### src/include/layernorm_defs.svh
`ifndef LAYERNORM_DEFS_SVH
`define LAYERNORM_DEFS_SVH

// lanes per vector, one int8 each.
`define LN_N 16

// one memory beat.
`define LN_BEAT_W 32

// beats needed for one parameter line.
`define LN_BLK_NUM ((`LN_N * 8) / `LN_BEAT_W)

// byte stride between consecutive parameter lines.
`define LN_LINE_BYTES (`LN_BLK_NUM * 4)

// gamma is fixed point with this many fraction bits.
`define LN_GAMMA_FRAC 8

`endif

### src/logic/layernorm_pkg.sv
`include "layernorm_defs.svh"

package layernorm_pkg;

    // burst read command to the read master.
    typedef struct packed {
        logic [31:0] addr; // start byte address.
        logic [7:0]  cnt;  // beats in the burst.
    } rd_cmd_t;

    // single-beat request to memory.
    typedef struct packed {
        logic        valid;
        logic [31:0] addr;
    } mem_req_t;

    // memory response, one beat.
    typedef struct packed {
        logic                  valid;
        logic [`LN_BEAT_W-1:0] data;
    } mem_rsp_t;

    // int8 sample vector, lane 0 in the low byte.
    typedef struct packed {
        logic                  valid;
        logic [`LN_N-1:0][7:0] lane;
    } ln_vec_t;

endpackage

### src/logic/sdram_read_master.sv
`include "layernorm_defs.svh"

module sdram_read_master (
    input  logic                     clk,
    input  logic                     rst_n,
    input  logic                     i_read_start,
    input  layernorm_pkg::rd_cmd_t   i_cmd,
    output logic                     o_read_valid,
    output logic [`LN_BEAT_W-1:0]    o_read_data,
    output logic                     o_read_done,
    output layernorm_pkg::mem_req_t  o_mem_req,
    input  layernorm_pkg::mem_rsp_t  i_mem_rsp
);

    logic [31:0] req_addr;
    logic [7:0]  req_left; // requests still to issue.
    logic [7:0]  rsp_left; // beats still to come back.
    logic        req_fire;

    assign req_fire = (req_left != 8'd0);

    // request side, one beat per cycle.
    always_ff @(posedge clk or negedge rst_n) begin
        if (!rst_n) begin
            req_addr <= '0;
            req_left <= '0;
        end else if (i_read_start) begin
            req_addr <= i_cmd.addr;
            req_left <= i_cmd.cnt;
        end else if (req_fire) begin
            req_addr <= req_addr + 32'(`LN_BEAT_W / 8); // next word.
            req_left <= req_left - 8'd1;
        end
    end

    assign o_mem_req.valid = req_fire;
    assign o_mem_req.addr  = req_addr;

    // response side, counts returned beats.
    always_ff @(posedge clk or negedge rst_n) begin
        if (!rst_n) begin
            rsp_left <= '0;
        end else if (i_read_start) begin
            rsp_left <= i_cmd.cnt;
        end else if (o_read_valid) begin
            rsp_left <= rsp_left - 8'd1;
        end
    end

    // stray beats outside a burst are dropped.
    assign o_read_valid = i_mem_rsp.valid && (rsp_left != 8'd0);
    assign o_read_data  = i_mem_rsp.data;
    assign o_read_done  = o_read_valid && (rsp_left == 8'd1); // last beat.

endmodule

### config.mk
export PLATFORM = sky130hd
export DESIGN_NAME = sdram_read_master
export DESIGN_NICKNAME = d
export VERILOG_FILES = /design/src/logic/layernorm_pkg.sv /design/src/logic/sdram_read_master.sv
export VERILOG_INCLUDE_DIRS = /design/src /design/src/include
export SDC_FILE = /design/constraint.sdc
export NUM_CORES = 1
export LEC_CHECK = 0
export BUFFER_PORTS_ARGS = -buffer_cell sky130_fd_sc_hd__buf_2
export CAP_MARGIN = 20
export CORE_ASPECT_RATIO = 0.5
export CORE_MARGIN = 1
export CORE_UTILIZATION = 30
export DETAILED_ROUTE_END_ITERATION = 12
export GPL_ROUTABILITY_DRIVEN = 0
export HOLD_SLACK_MARGIN = 0.03
export PLACE_DENSITY = 0.61
export RECOVER_POWER = 50
export SETUP_SLACK_MARGIN = 0.2
export SLEW_MARGIN = 15
export SYNTH_ARGS = -nofsm -noshare
export SYNTH_HDL_FRONTEND = slang
export SYNTH_SLANG_ARGS = --single-unit
### constraint.sdc
create_clock -name clk -period 2.5 [get_ports clk]
set_input_delay 0.25 -clock clk [delete_from_list [all_inputs] [get_ports clk]]
set_output_delay 0.25 -clock clk [all_outputs]
set_load 0.02 [all_outputs]
---- Word-level counts from Yosys, hierarchy flattened ----
Index checks and enable logic that the tools add are counted.
cells by class
  eq/ne operators ......................... 1
  add/subtract/negate cells ............... 3
  reductions and logical operators ........ 6
  multiplexer cells ....................... 6
operators by type and width
  operator               count
  $mux 32                2
  $add 32x3->32 const B  1
  $mux 8                 4
  $reduce_bool 8->1      2
  $sub 8x1->8 const B    2
  $eq 8x1->1 const B     1
  $reduce_bool 2->1      2
  $logic_and 1x1->1      2
storage, ports and cells
  flip-flop bits (word level) ............. 48
  word-level logic and storage cells ...... 19
  output and inout port bits .............. 67
  input port bits ......................... 76

---- Logic depth before layout (Yosys ltp) ----
Gate-level depths: netlist of run 1.
  depth in word-level cells ............... 4
  depth in mapped cells ................... 9
  depth with buffers taken out ............ 8

---- Worst setup path before layout of run 1 ----
Ideal clock, no wire load.
  path type ............................... register to register
  from .................................... register req_left[0]
  to ...................................... register req_addr[31]
  library setup time ...................... 0.131 ns
  slack ................................... 0.370 ns
  data required time ...................... 2.369 ns
  clock period less this slack ............ 2.130 ns
  stages on the path, launching flop included .. 10
  path buffers ............................ 1
  arrival ................................. 1.999 ns
  cell sequence ........................... dfrtp_1 > inv_1 > ha_1 > or3b_2 > nor2_2 > inv_2 > buf_4 > nand4_1 > mux2i_1 > nand3_1
on the way
  word-level cells in the longest chain between the ends .. 2
ends and longest elaborated chain
  element                             line                     RTL
  from (decl)                         sdram_read_master.sv:16  logic [7:0] req_left;
  from (signal assigned)              sdram_read_master.sv:29  req_left <= i_cmd.cnt;
  from (signal assigned)              sdram_read_master.sv:32  req_left <= req_left - 8'd1;
  $reduce_bool 8->1                   sdram_read_master.sv:20  assign req_fire = (req_left != 8'd0);
  via req_fire                        sdram_read_master.sv:18  logic req_fire;
  $reduce_bool 2->1 (no source line)  n/a
  to (signal assigned)                sdram_read_master.sv:28  req_addr <= i_cmd.addr;
  to (signal assigned)                sdram_read_master.sv:31  req_addr <= req_addr + 32'(`LN_BEAT_W / 8);
  to (decl)                           sdram_read_master.sv:15  logic [31:0] req_addr;
The timed path passes the listed nets, and every way through them passes these cells.
A chain may end at the register's enable or synchronous reset.

==> flow_metrics.env, run 1 <==
export IMPL_cts_root_buffer_cell="sky130_fd_sc_hd__clkbuf_16"
export IMPL_fraction_of_registers_with_async_set_reset=1.00
export IMPL_clock_network_fraction_of_total_power=0.348
export IMPL_boundaryPins=143
export IMPL_drive_above_1_share=0.291
export IMPL_first_global_vias=2321
export IMPL_worstPathMaxFanout=13
export IMPL_worst_slew_slack_as_a_fraction_of_its_limit=-0.509
export IMPL_synth_avg_cell_area_um2=9.04
export IMPL_ys_seq_area_frac=0.396
export IMPL_total_global_routing_track_utilization=0.143
export IMPL_post_synth_top_area_fraction=0.396
export IMPL_worstPathBufferInverterCount=3
export IMPL_first_iter_violations=131
export IMPL_worstPathArrival_ns=1.97
export IMPL_antenna_found_initial=0
export IMPL_numPlacedInstances=509
export IMPL_rsz0062_at_grt="yes"
export IMPL_setup_worst_path_class="register to output port"
export IMPL_cts_tree="done"
export IMPL_seq_power_share=0.445
export IMPL_dieArea_um2=10600
export IMPL_dpl_instance_area_um2=3340
export IMPL_dpl_hpwl_mm=5.27
export IMPL_fp_coreArea_um2=9630
export IMPL_routed_wire_length_per_instance_um=13.9
export IMPL_drt_drc_violations_left=0
export IMPL_via_count=2488
export IMPL_filler_cells=1025
export IMPL_ys_warn_count=0
export IMPL_final_antenna_net_count=0
export IMPL_p_leak_nw=1.50
export IMPL_cts_made_buffers=5
export IMPL_timing_critical_path_to_type="output port"
export IMPL_ys_ff_latch=48
export IMPL_num_rows=25
export IMPL_violations="capacitance limit, slew limit"
export IMPL_antenna_cells=0
export IMPL_clock_sinks=48
export IMPL_critPathSlowestCell="sky130_fd_sc_hd__or3b_2"
export IMPL_first_pass_grt_wire_length_mm=11.6
export IMPL_clock_tree_htree_level_count=2
export IMPL_maxCapViolations=1
export IMPL_path_cells="inv_1 > ha_1 > or3b_2 > nor2_2 > inv_4 > buf_2"
export IMPL_worst_path_dominant_cell_family="simple AND/OR/NAND/NOR gates"
export IMPL_path_class_of_the_lowest_slack_min_delay_path="primary input to register"
export IMPL_finalWirelength_mm=7.20
export IMPL_critical_path_startpoint_type="register"
export IMPL_pwr_share_comb=0.207
export IMPL_post_synthesis_cell_type_with_the_largest_combined_area="sky130_fd_sc_hd__dfrtp_1"
export IMPL_final_instance_count_excl_fill=517
export IMPL_die_w_um=144
export IMPL_power_switching_fraction=0.303
export IMPL_synth_edff_count=0
export IMPL_gr_total_overflow=0
export IMPL_post_cts_buffers=0
export IMPL_cts_buffer_depth=2
export IMPL_setup_viol_count_final=0
export IMPL_totalPowerFinal_mw=2.19
export IMPL_run_status="finished, violations left"
export IMPL_mapped_area_um2=3040
export IMPL_setup_tns_final_ns=0
export IMPL_area_growth_syn_to_layout_pct=15.4
export IMPL_layout_cell_area_excl_fill_um2=3500
export IMPL_num_nets_final=462
export IMPL_period_needed_ns=2.22
export IMPL_port_buffers=78
export IMPL_netSwitchingPower_mw=0.665
export IMPL_path_clk_slew_ns=0.07
export IMPL_worstSkewPairLatency_ns=0.29
export IMPL_synth_lib_cells_used_distinct=48
export IMPL_synthesis_nets=417
export IMPL_firstDrtPassIters=4
export IMPL_critPathMaxStageDelay_ns=0.51
export IMPL_initial_utilization=0.315
export IMPL_timing_hold_ws_ns=0.161
export IMPL_synthCells=336
export IMPL_drt_vias_per_instance=4.81
export IMPL_maxClockFrequency_mhz=449
export IMPL_timing_hold_violations_final=0
export IMPL_timing_worst_slew_pin_value_ns=2.26
export IMPL_power_density_nw_per_um2=626
export IMPL_total_internal_power_mw=1.53
export IMPL_grt_max_degree=41
export IMPL_timing_final_crit_share=0.890
export IMPL_ys_flop_type="sky130_fd_sc_hd__dfrtp_1"
export IMPL_required_worst_endpoint_ns=2.25
export IMPL_max_vdd_ir_drop_mv=0.306
export IMPL_clock_skew_ns=0.00973
export IMPL_yosys_top_cells_area="sky130_fd_sc_hd__dfrtp_1, sky130_fd_sc_hd__buf_4, sky130_fd_sc_hd__xor2_1"
export IMPL_floorplan_die_height_um=73.1
export IMPL_hold_fix_buffers_cts=0
export IMPL_report_final_slew_viol_count=41
export IMPL_cts_resized=0
[tightest hold or removal path: cells and delay by family]
family / cells / cell delay (ns)
compound gates: 1 / 0.06
buf+inv: 1 / 0.07
simple gates: 1 / 0.04
[cell usage after synthesis, types with 2 or more instances]
| master | count |
|---|---|
| sky130_fd_sc_hd__ha_1 | 5 |
| sky130_fd_sc_hd__and4_1 | 3 |
| sky130_fd_sc_hd__nand3_1 | 11 |
| sky130_fd_sc_hd__nand2_1 | 44 |
| sky130_fd_sc_hd__o21ai_0 | 28 |
| sky130_fd_sc_hd__xnor2_1 | 12 |
| sky130_fd_sc_hd__o31ai_1 | 2 |
| sky130_fd_sc_hd__nor2_1 | 11 |
| sky130_fd_sc_hd__inv_1 | 9 |
| sky130_fd_sc_hd__mux2i_1 | 5 |
| sky130_fd_sc_hd__nor4_1 | 11 |
| sky130_fd_sc_hd__and2_1 | 2 |
| sky130_fd_sc_hd__or3_1 | 3 |
| sky130_fd_sc_hd__a22oi_1 | 4 |
| sky130_fd_sc_hd__xor2_1 | 20 |
| sky130_fd_sc_hd__clkbuf_1 | 11 |
| sky130_fd_sc_hd__nand4_1 | 15 |
| sky130_fd_sc_hd__a21oi_1 | 8 |
| sky130_fd_sc_hd__nor2b_1 | 5 |
| sky130_fd_sc_hd__nor3_1 | 11 |
| sky130_fd_sc_hd__buf_4 | 34 |
| sky130_fd_sc_hd__or3_4 | 2 |
| sky130_fd_sc_hd__dfrtp_1 | 48 |
| sky130_fd_sc_hd__mux2_2 | 7 |
| sky130_fd_sc_hd__and3_1 | 2 |
[worst paths after layout]
| check | start | end | slack [ns] | cells past startpoint |
|---|---|---|---|---|
| hold reg to reg | req_addr[1] | req_addr[1] | 0.51 | 1 |
| hold / removal | i_cmd[18] | req_addr[10] | 0.16 | 3 |
| max in group asynchronous | rst_n | rsp_left[2] | 0.57 | 1 |
| min in group asynchronous | rst_n | req_addr[8] | 0.62 | 1 |
| setup / recovery | req_left[0] | o_mem_req[32] | 0.28 | 6 |
| setup reg to reg | req_left[0] | req_addr[23] | 0.30 | 8 |
[cell type report]
class | count | area (um2) | area share
Tap cell | 135 | 169 | 0.0482
Sequential cell | 48 | 1200 | 0.343
Clock buffer | 6 | 129 | 0.0368
Multi-Input combinational cell | 231 | 1490 | 0.426
Inverter | 10 | 40.0 | 0.0114
Clock inverter | 2 | 35.0 | 0.0100
Timing Repair Buffer | 85 | 438 | 0.125
[state kept, by name, indices dropped and copies added (netlist names)]
| name | flops |
|---|---|
| req_left | 8 |
| rsp_left | 8 |
| req_addr | 32 |
[layout by cell type, fill, tap and decap left out, drive strengths merged, types with 2 or more instances in the layout]
| master | netlist | routed |
|---|---|---|
| dfrtp | 48 | 48 |
| mux2 | 8 | 8 |
| o31a | 2 | 2 |
| nand2 | 44 | 44 |
| or3 | 5 | 5 |
| nand4 | 15 | 15 |
| o31ai | 2 | 2 |
| nor2b | 5 | 5 |
| ha | 5 | 5 |
| nor2 | 12 | 12 |
| a22oi | 4 | 4 |
| and3 | 2 | 2 |
| a21oi | 8 | 8 |
| or4 | 2 | 2 |
| mux2i | 5 | 5 |
| nor3 | 11 | 11 |
| buf | 36 | 82 |
| xor2 | 20 | 20 |
| and2 | 2 | 2 |
| nor4 | 11 | 11 |
| and4 | 4 | 4 |
| o21ai | 30 | 30 |
| nand3 | 12 | 12 |
| clkbuf | 11 | 9 |
| xnor2 | 12 | 12 |
| inv | 10 | 10 |
[kinds of logic (layout without fill, tap and decap cells)]
kind of cell,count (synthesis),count (layout),share of synthesized area
muxes,13,13,0.0474
adders and majority gates,5,5,0.0206
buffers and inverters,57,103,0.115
AOI/OAI and AO/OA,51,51,0.102
and+or+nand+nor,130,130,0.227
DFF,48,48,0.396
xor gates and xnor gates,32,32,0.0923
[stage by stage]
step / worst slack [ns] / utilization
3_5_place_dp: 0.279 / 0.346
5_1_grt: 0.0970 / 0.364
3_3_place_gp: 0.320 / 0.346
4_1_cts: 0.261 / 0.363
6_report: 0.275 / 0.364
2_1_floorplan: 0.370 / -
[layer usage]
metal	vias to the layer above	GRT usage	wire length (um)
met5	-	0	0
met4	0	0.0503	129
met3	21	0.0348	314
met2	54	0.221	3150
met1	1176	0.196	3610
li1	1237	-	-
[power groups by stage]
stage                     combinational, mW  clock (mW)  sequential, mW
after global routing                  0.506       0.816           0.990
after global placement                0.451           0           0.988
final                                 0.453       0.764           0.976
after floorplan                       0.310           0            1.03
after CTS                             0.459       0.786           0.974
after detailed placement              0.456           0           0.988
Power figures use the tool's default switching activity.
==> run 2, diff against run 1 <==
--- a/config.mk
+++ b/config.mk
@@ -8,13 +8,12 @@
 export LEC_CHECK = 0
 export BUFFER_PORTS_ARGS = -buffer_cell sky130_fd_sc_hd__buf_2
 export CAP_MARGIN = 20
-export CORE_ASPECT_RATIO = 0.5
 export CORE_MARGIN = 1
-export CORE_UTILIZATION = 30
+export CORE_UTILIZATION = 39
 export DETAILED_ROUTE_END_ITERATION = 12
 export GPL_ROUTABILITY_DRIVEN = 0
 export HOLD_SLACK_MARGIN = 0.03
-export PLACE_DENSITY = 0.61
+export PLACE_DENSITY = 0.74
 export RECOVER_POWER = 50
 export SETUP_SLACK_MARGIN = 0.2
 export SLEW_MARGIN = 15
==> run 2 against run 1 <==
  * The flow now finishes without violations
  * Count of clock-buffer cells in the layout unchanged
  * Core utilization up 9.0 points
  * Wire length down 3.7%
  * Combinational power about the same
  * Sequential share of layout area up 1.5 points
  * Clock skew down 0.0025 ns
  * Die area down 23%
  * Fmax down 2.0%
  * Hold slack worse by 0.015 ns
  * First-iteration DRC count up 3.8%
  * Design area down 4.1%
==> flow_metrics.env, run 2 (same netlist as run 1, synthesis figures left out) <==
export IMPL_dpl_worst_slack_ns=0.294
export IMPL_max_vdd_ir_drop_mv=0.226
export IMPL_first_iter_violations=136
export IMPL_power_density_nw_per_um2=558
export IMPL_p_leak_nw=1.45
export IMPL_timing_hold_worst_endpoint="req_addr[9]"
export IMPL_dpl_hpwl_mm=5.22
export IMPL_first_global_vias=2361
export IMPL_fp_coreArea_um2=7410
export IMPL_worst_slew_slack_as_a_fraction_of_its_limit=0.0331
export IMPL_drive_above_1_share=0.274
export IMPL_die_w_um=90.2
export IMPL_drt_drc_violations_left=0
export IMPL_timing_final_crit_share=0.908
export IMPL_finalWirelength_mm=6.93
export IMPL_r2r_start="req_left[0]"
export IMPL_cts_root_buffer_cell="sky130_fd_sc_hd__clkbuf_8"
export IMPL_path_class_of_the_lowest_slack_min_delay_path="primary input to register"
export IMPL_required_worst_endpoint_ns=2.74
export IMPL_critPathSlowestCell="sky130_fd_sc_hd__or3b_2"
export IMPL_final_core_utilization=0.453
export IMPL_setup_tns_final_ns=0
export IMPL_port_buffers=78
export IMPL_setup_viol_count_final=0
export IMPL_timing_hold_ws_ns=0.146
export IMPL_total_global_routing_track_utilization=0.174
export IMPL_biggest_regs="req_addr (32), req_left (8), rsp_left (8)"
export IMPL_hold_start="i_cmd[17]"
export IMPL_grt_max_degree=42
export IMPL_boundaryPins=143
export IMPL_period_needed_ns=2.27
export IMPL_path_cells="inv_1 > ha_1 > or3b_2 > o21ba_1 > and4_4 > or3_1 > nand3_1"
export IMPL_report_final_slew_viol_count=0
export IMPL_cts_buffer_depth=2
export IMPL_maxClockFrequency_mhz=440
export IMPL_critPathMaxStageDelay_ns=0.52
export IMPL_antenna_cells=0
export IMPL_antenna_found_initial=0
export IMPL_maxCapViolations=0
export IMPL_worst_slack_ns=0.230
export IMPL_worstSkewPairLatency_ns=0.30
export IMPL_largest_register_ff_count=32
export IMPL_cts_made_buffers=5
export IMPL_setup_worst_path_class="register to register"
export IMPL_gr_total_overflow=0
export IMPL_rsz0062_at_grt="yes"
export IMPL_final_common_cell="sky130_fd_sc_hd__buf_2"
export IMPL_layout_cell_area_excl_fill_um2=3360
export IMPL_r2r_slack_ns=0.23
export IMPL_reg2reg_depth=7
export IMPL_final_antenna_net_count=0
export IMPL_firstDrtPassIters=4
export IMPL_dpl_instance_area_um2=3280
export IMPL_num_rows=31
export IMPL_num_nets_final=461
export IMPL_clock_skew_ns=0.00721
export IMPL_dieArea_um2=8140
export IMPL_path_clk_slew_ns=0.09
export IMPL_critical_path_startpoint_type="register"
export IMPL_initial_utilization=0.410
export IMPL_floorplan_die_height_um=90.2
export IMPL_cts_tree="done"
export IMPL_first_pass_grt_wire_length_mm=11.4
export IMPL_regMostFlops="req_addr"
export IMPL_worstPathArrival_ns=2.51
export IMPL_timing_hold_violations_final=0
export IMPL_routed_wire_length_per_instance_um=14.5
export IMPL_clock_sinks=48
export IMPL_run_status="complete, no violations"
export IMPL_timing_worst_slew_pin_value_ns=1.45
export IMPL_via_count=2520
export IMPL_layout_common_cells="sky130_fd_sc_hd__buf_2, sky130_fd_sc_hd__dfrtp_1, sky130_fd_sc_hd__nand2_1"
export IMPL_drt_vias_per_instance=5.26
export IMPL_regToRegEndpoint="req_addr[25]"
export IMPL_number_of_instances_on_the_worst_hold_path=3
export IMPL_filler_cells=728
export IMPL_timing_critical_path_to_type="register"
export IMPL_worstPathMaxFanout=8
export IMPL_clock_tree_htree_level_count=2
export IMPL_area_growth_syn_to_layout_pct=10.6
run 2: stage by stage:
stage	total power, mW	std cells
3_5_place_dp	1.44	471
2_1_floorplan	1.34	336
6_report	1.87	479
5_1_grt	1.98	479
3_3_place_gp	1.42	471
4_1_cts	1.89	479
run 2: how the worst max path moves through the flow:
stage / endpoint / startpoint / slack [ns]
after global routing: req_addr[25] / req_left[0] / 0.17
after detailed placement: req_addr[25] / req_left[0] / 0.29
after floorplan: req_addr[31] / req_left[0] / 0.37
after CTS: o_mem_req[32] / req_left[0] / 0.24
after global placement: req_addr[25] / req_left[0] / 0.35
final: req_addr[25] / req_left[0] / 0.23
run 2: critical path: cells and delay by family (launching register included):
kind            cells  cell delay (ns)
compound gates      1             0.31
fa+ha+maj           1             0.20
buf+inv             1             0.12
flops               1             0.42
simple gates        4             1.16
run 2: what timing repair did:
item / CTS / global route
buffers inserted: 0 / 0
setup endpoints to repair: 0 / 1
hold endpoints to repair: 48 / 0
hold buffers: 1 / 0
resized for setup: 0 / 2
run 2: per-layer routing:
metal,GRT usage,share of wire
met4,0.0538,0.013
met3,0.0321,0.061
met1,0.239,0.47
met5,0,0
met2,0.276,0.45
run 2: final cells by class:
type,instances,area [um2],share of cell area
clock buffer,6,72.6,0.0216
multi-input combinational,231,1490,0.444
clock inverter,1,5.00,0.00149
sequential,48,1200,0.358
tap,99,124,0.0369
timing repair buffer,84,425,0.127
inverter,10,40.0,0.0119
run 2: power breakdown:
group | switching [mW] | leakage (nW) | internal (mW)
Clock | 0.256 | 0.0410 | 0.191
Sequential | 0.115 | 0.567 | 0.862
Combinational | 0.258 | 0.844 | 0.191
==> run 3, diff against run 2 <==
--- a/config.mk
+++ b/config.mk
@@ -6,6 +6,7 @@
 export SDC_FILE = /design/constraint.sdc
 export NUM_CORES = 1
 export LEC_CHECK = 0
+export ABC_AREA = 1
 export BUFFER_PORTS_ARGS = -buffer_cell sky130_fd_sc_hd__buf_2
 export CAP_MARGIN = 20
 export CORE_MARGIN = 1
@@ -13,7 +14,7 @@
 export DETAILED_ROUTE_END_ITERATION = 12
 export GPL_ROUTABILITY_DRIVEN = 0
 export HOLD_SLACK_MARGIN = 0.03
-export PLACE_DENSITY = 0.74
+export PLACE_DENSITY = 0.72
 export RECOVER_POWER = 50
 export SETUP_SLACK_MARGIN = 0.2
 export SLEW_MARGIN = 15
==> run 3 against run 2 <==
  * The run now ends with capacitance limit, slew limit left
  * Wire length up 25%
  * Final cell count up 41%
  * Critical path depth shrank 1
  * Largest cell class unchanged
  * Highest routed layer unchanged
==> flow_metrics.env, run 3 <==
export IMPL_antenna_found_initial=0
export IMPL_via_count=3341
export IMPL_layout_common_cells="sky130_fd_sc_hd__nand2_1, sky130_fd_sc_hd__buf_2, sky130_fd_sc_hd__nor2_1"
export IMPL_final_instance_count_excl_fill=674
export IMPL_synthMostInstantiatedCell="sky130_fd_sc_hd__nand2_1"
export IMPL_first_iter_violations=214
export IMPL_ys_flop_type="sky130_fd_sc_hd__dfrtp_1"
export IMPL_port_buffers=78
export IMPL_ys_seq_area_frac=0.346
export IMPL_worst_slew_slack_as_a_fraction_of_its_limit=-0.0142
export IMPL_netSwitchingPower_mw=0.747
export IMPL_setup_viol_count_final=0
export IMPL_run_status="finished, violations left"
export IMPL_worstPathArrival_ns=1.80
export IMPL_synth_lib_cells_used_distinct=34
export IMPL_dpl_hpwl_mm=6.45
export IMPL_violations="capacitance limit, slew limit"
export IMPL_gr_total_overflow=0
export IMPL_seq_power_share=0.461
export IMPL_clock_sinks=48
export IMPL_timing_worst_slew_pin_value_ns=1.52
export IMPL_dieArea_um2=9280
export IMPL_pwr_share_comb=0.270
export IMPL_final_antenna_net_count=0
export IMPL_clock_network_fraction_of_total_power=0.269
export IMPL_number_of_instances_on_the_worst_hold_path=3
export IMPL_setup_worst_path_class="register to output port"
export IMPL_num_nets_final=646
export IMPL_fp_coreArea_um2=8680
export IMPL_largest_register_ff_count=32
export IMPL_post_synthesis_cell_type_with_the_largest_combined_area="sky130_fd_sc_hd__dfrtp_1"
export IMPL_register_area_um2=1200
export IMPL_biggest_regs="req_addr (32), req_left (8), rsp_left (8)"
export IMPL_path_clk_slew_ns=0.09
export IMPL_timing_critical_path_to_type="output port"
export IMPL_reg2reg_depth=9
export IMPL_cts_tree="done"
export IMPL_boundaryPins=143
export IMPL_first_global_vias=3006
export IMPL_worstPathMaxFanout=7
export IMPL_synthesis_nets=600
export IMPL_total_global_routing_track_utilization=0.191
export IMPL_fraction_of_registers_with_async_set_reset=1.00
export IMPL_rsz0062_at_grt="no"
export IMPL_totalPowerFinal_mw=2.12
export IMPL_clock_tree_htree_level_count=2
export IMPL_num_rows=34
export IMPL_required_worst_endpoint_ns=2.25
export IMPL_area_growth_syn_to_layout_pct=10.3
export IMPL_synth_avg_cell_area_um2=6.69
export IMPL_drive_above_1_share=0.189
export IMPL_initial_utilization=0.400
export IMPL_floorplan_die_height_um=96.3
export IMPL_period_needed_ns=2.05
export IMPL_antenna_cells=0
export IMPL_max_vdd_ir_drop_mv=0.214
export IMPL_synth_top_cells_by_count="sky130_fd_sc_hd__nand2_1, sky130_fd_sc_hd__nor2_1, sky130_fd_sc_hd__nand3_1, sky130_fd_sc_hd__dfrtp_1, sky130_fd_sc_hd__inv_1"
export IMPL_worstSkewPairLatency_ns=0.31
export IMPL_cts_made_buffers=5
export IMPL_dpl_instance_area_um2=3720
export IMPL_critical_path_startpoint_type="register"
export IMPL_mapped_area_um2=3470
export IMPL_first_pass_grt_wire_length_mm=13.8
export IMPL_maxCapViolations=1
export IMPL_layout_cell_area_excl_fill_um2=3830
export IMPL_report_final_slew_viol_count=27
export IMPL_maxClockFrequency_mhz=489
export IMPL_drt_vias_per_instance=4.96
export IMPL_grt_max_degree=37
export IMPL_p_leak_nw=1.94
export IMPL_cts_root_buffer_cell="sky130_fd_sc_hd__clkbuf_8"
export IMPL_post_synth_top_area_fraction=0.346
export IMPL_path_class_of_the_lowest_slack_min_delay_path="primary input to register"
export IMPL_ys_warn_count=0
export IMPL_synth_edff_count=0
export IMPL_power_switching_fraction=0.353
export IMPL_ys_ff_latch=48
export IMPL_power_density_nw_per_um2=554
export IMPL_synthCells=519
export IMPL_clock_skew_ns=0.00786
export IMPL_total_internal_power_mw=1.37
export IMPL_numPlacedInstances=665
export IMPL_drt_drc_violations_left=0
export IMPL_multi_input_area_um2=1750
export IMPL_routed_wire_length_per_instance_um=12.9
export IMPL_die_w_um=96.3
export IMPL_post_cts_buffers=0
export IMPL_firstDrtPassIters=5
export IMPL_setup_tns_final_ns=0
export IMPL_cts_buffer_depth=2
export IMPL_finalWirelength_mm=8.68
export IMPL_timing_hold_violations_final=0
export IMPL_final_common_cell="sky130_fd_sc_hd__nand2_1"
export IMPL_yosys_top_cells_area="sky130_fd_sc_hd__dfrtp_1, sky130_fd_sc_hd__nand2_1, sky130_fd_sc_hd__nand3_1"
export IMPL_timing_final_crit_share=0.819
export IMPL_regMostFlops="req_addr"
export IMPL_filler_cells=910
[run 3: logic make-up after synthesis]
family / count (synthesis) / share of synthesized area
compound gates: 35 / 0.0599
simple gates: 321 / 0.397
buf+inv: 98 / 0.148
xor+xnor: 12 / 0.0303
flops: 48 / 0.346
fa+ha+maj: 5 / 0.0180
[run 3: layout make-up]
class	count	area share
multi-input cells	373	0.458
clock buffers	6	0.0190
clock inverters	2	0.00916
well taps	108	0.0353
repair buffers	84	0.112
flip-flops and latches	48	0.314
inverters	53	0.0523
[run 3: what timing repair did]
action / in CTS / in global routing
resized for setup: 0 / 0
hold endpoints to repair: 48 / 0
hold buffers: 1 / 0
[run 3: worst max-delay path: stages (launching register included)]
cell,delay (ns)
sky130_fd_sc_hd__dfrtp_1,0.43
sky130_fd_sc_hd__inv_1,0.10
sky130_fd_sc_hd__ha_1,0.21
sky130_fd_sc_hd__nand3_1,0.15
sky130_fd_sc_hd__o21ai_2,0.32
sky130_fd_sc_hd__inv_1,0.11
sky130_fd_sc_hd__buf_2,0.17
[run 3: stage by stage]
step                utilization  hold slack (ns)  worst slack, ns
floorplan                     -          -0.0456            0.895
global placement          0.428            0.251            0.663
detailed placement        0.428            0.262            0.581
CTS                       0.442            0.144            0.451
global route              0.441            0.161            0.293
finish                    0.441            0.148            0.453
[run 3: metal layers]
layer | share of wire | routed length [um] | GRT usage
met2 | 0.47 | 4110 | 0.321
met5 | 0 | 0 | 0
met4 | 0.011 | 92 | 0.0576
met1 | 0.46 | 3950 | 0.254
met3 | 0.059 | 516 | 0.0284
[run 3: power groups by stage]
stage / logic (mW) / registers, mW / clock network, mW
CTS: 0.577 / 0.976 / 0.585
detailed placement: 0.574 / 0.990 / 0
global placement: 0.558 / 0.985 / 0
finish: 0.572 / 0.976 / 0.571
floorplan: 0.400 / 1.03 / 0
global route: 0.654 / 0.990 / 0.610
[run 3: worst paths after layout]
kind / start / endpoint / slack (ns)
max in group asynchronous: rst_n / rsp_left[2] / 0.67
min: i_cmd[8] / req_addr[0] / 0.15
max: rsp_left[0] / o_read_valid / 0.45
min in group asynchronous: rst_n / req_addr[28] / 0.84
min reg2reg: req_addr[1] / req_addr[1] / 0.48
max reg2reg: req_left[0] / req_addr[7] / 0.55
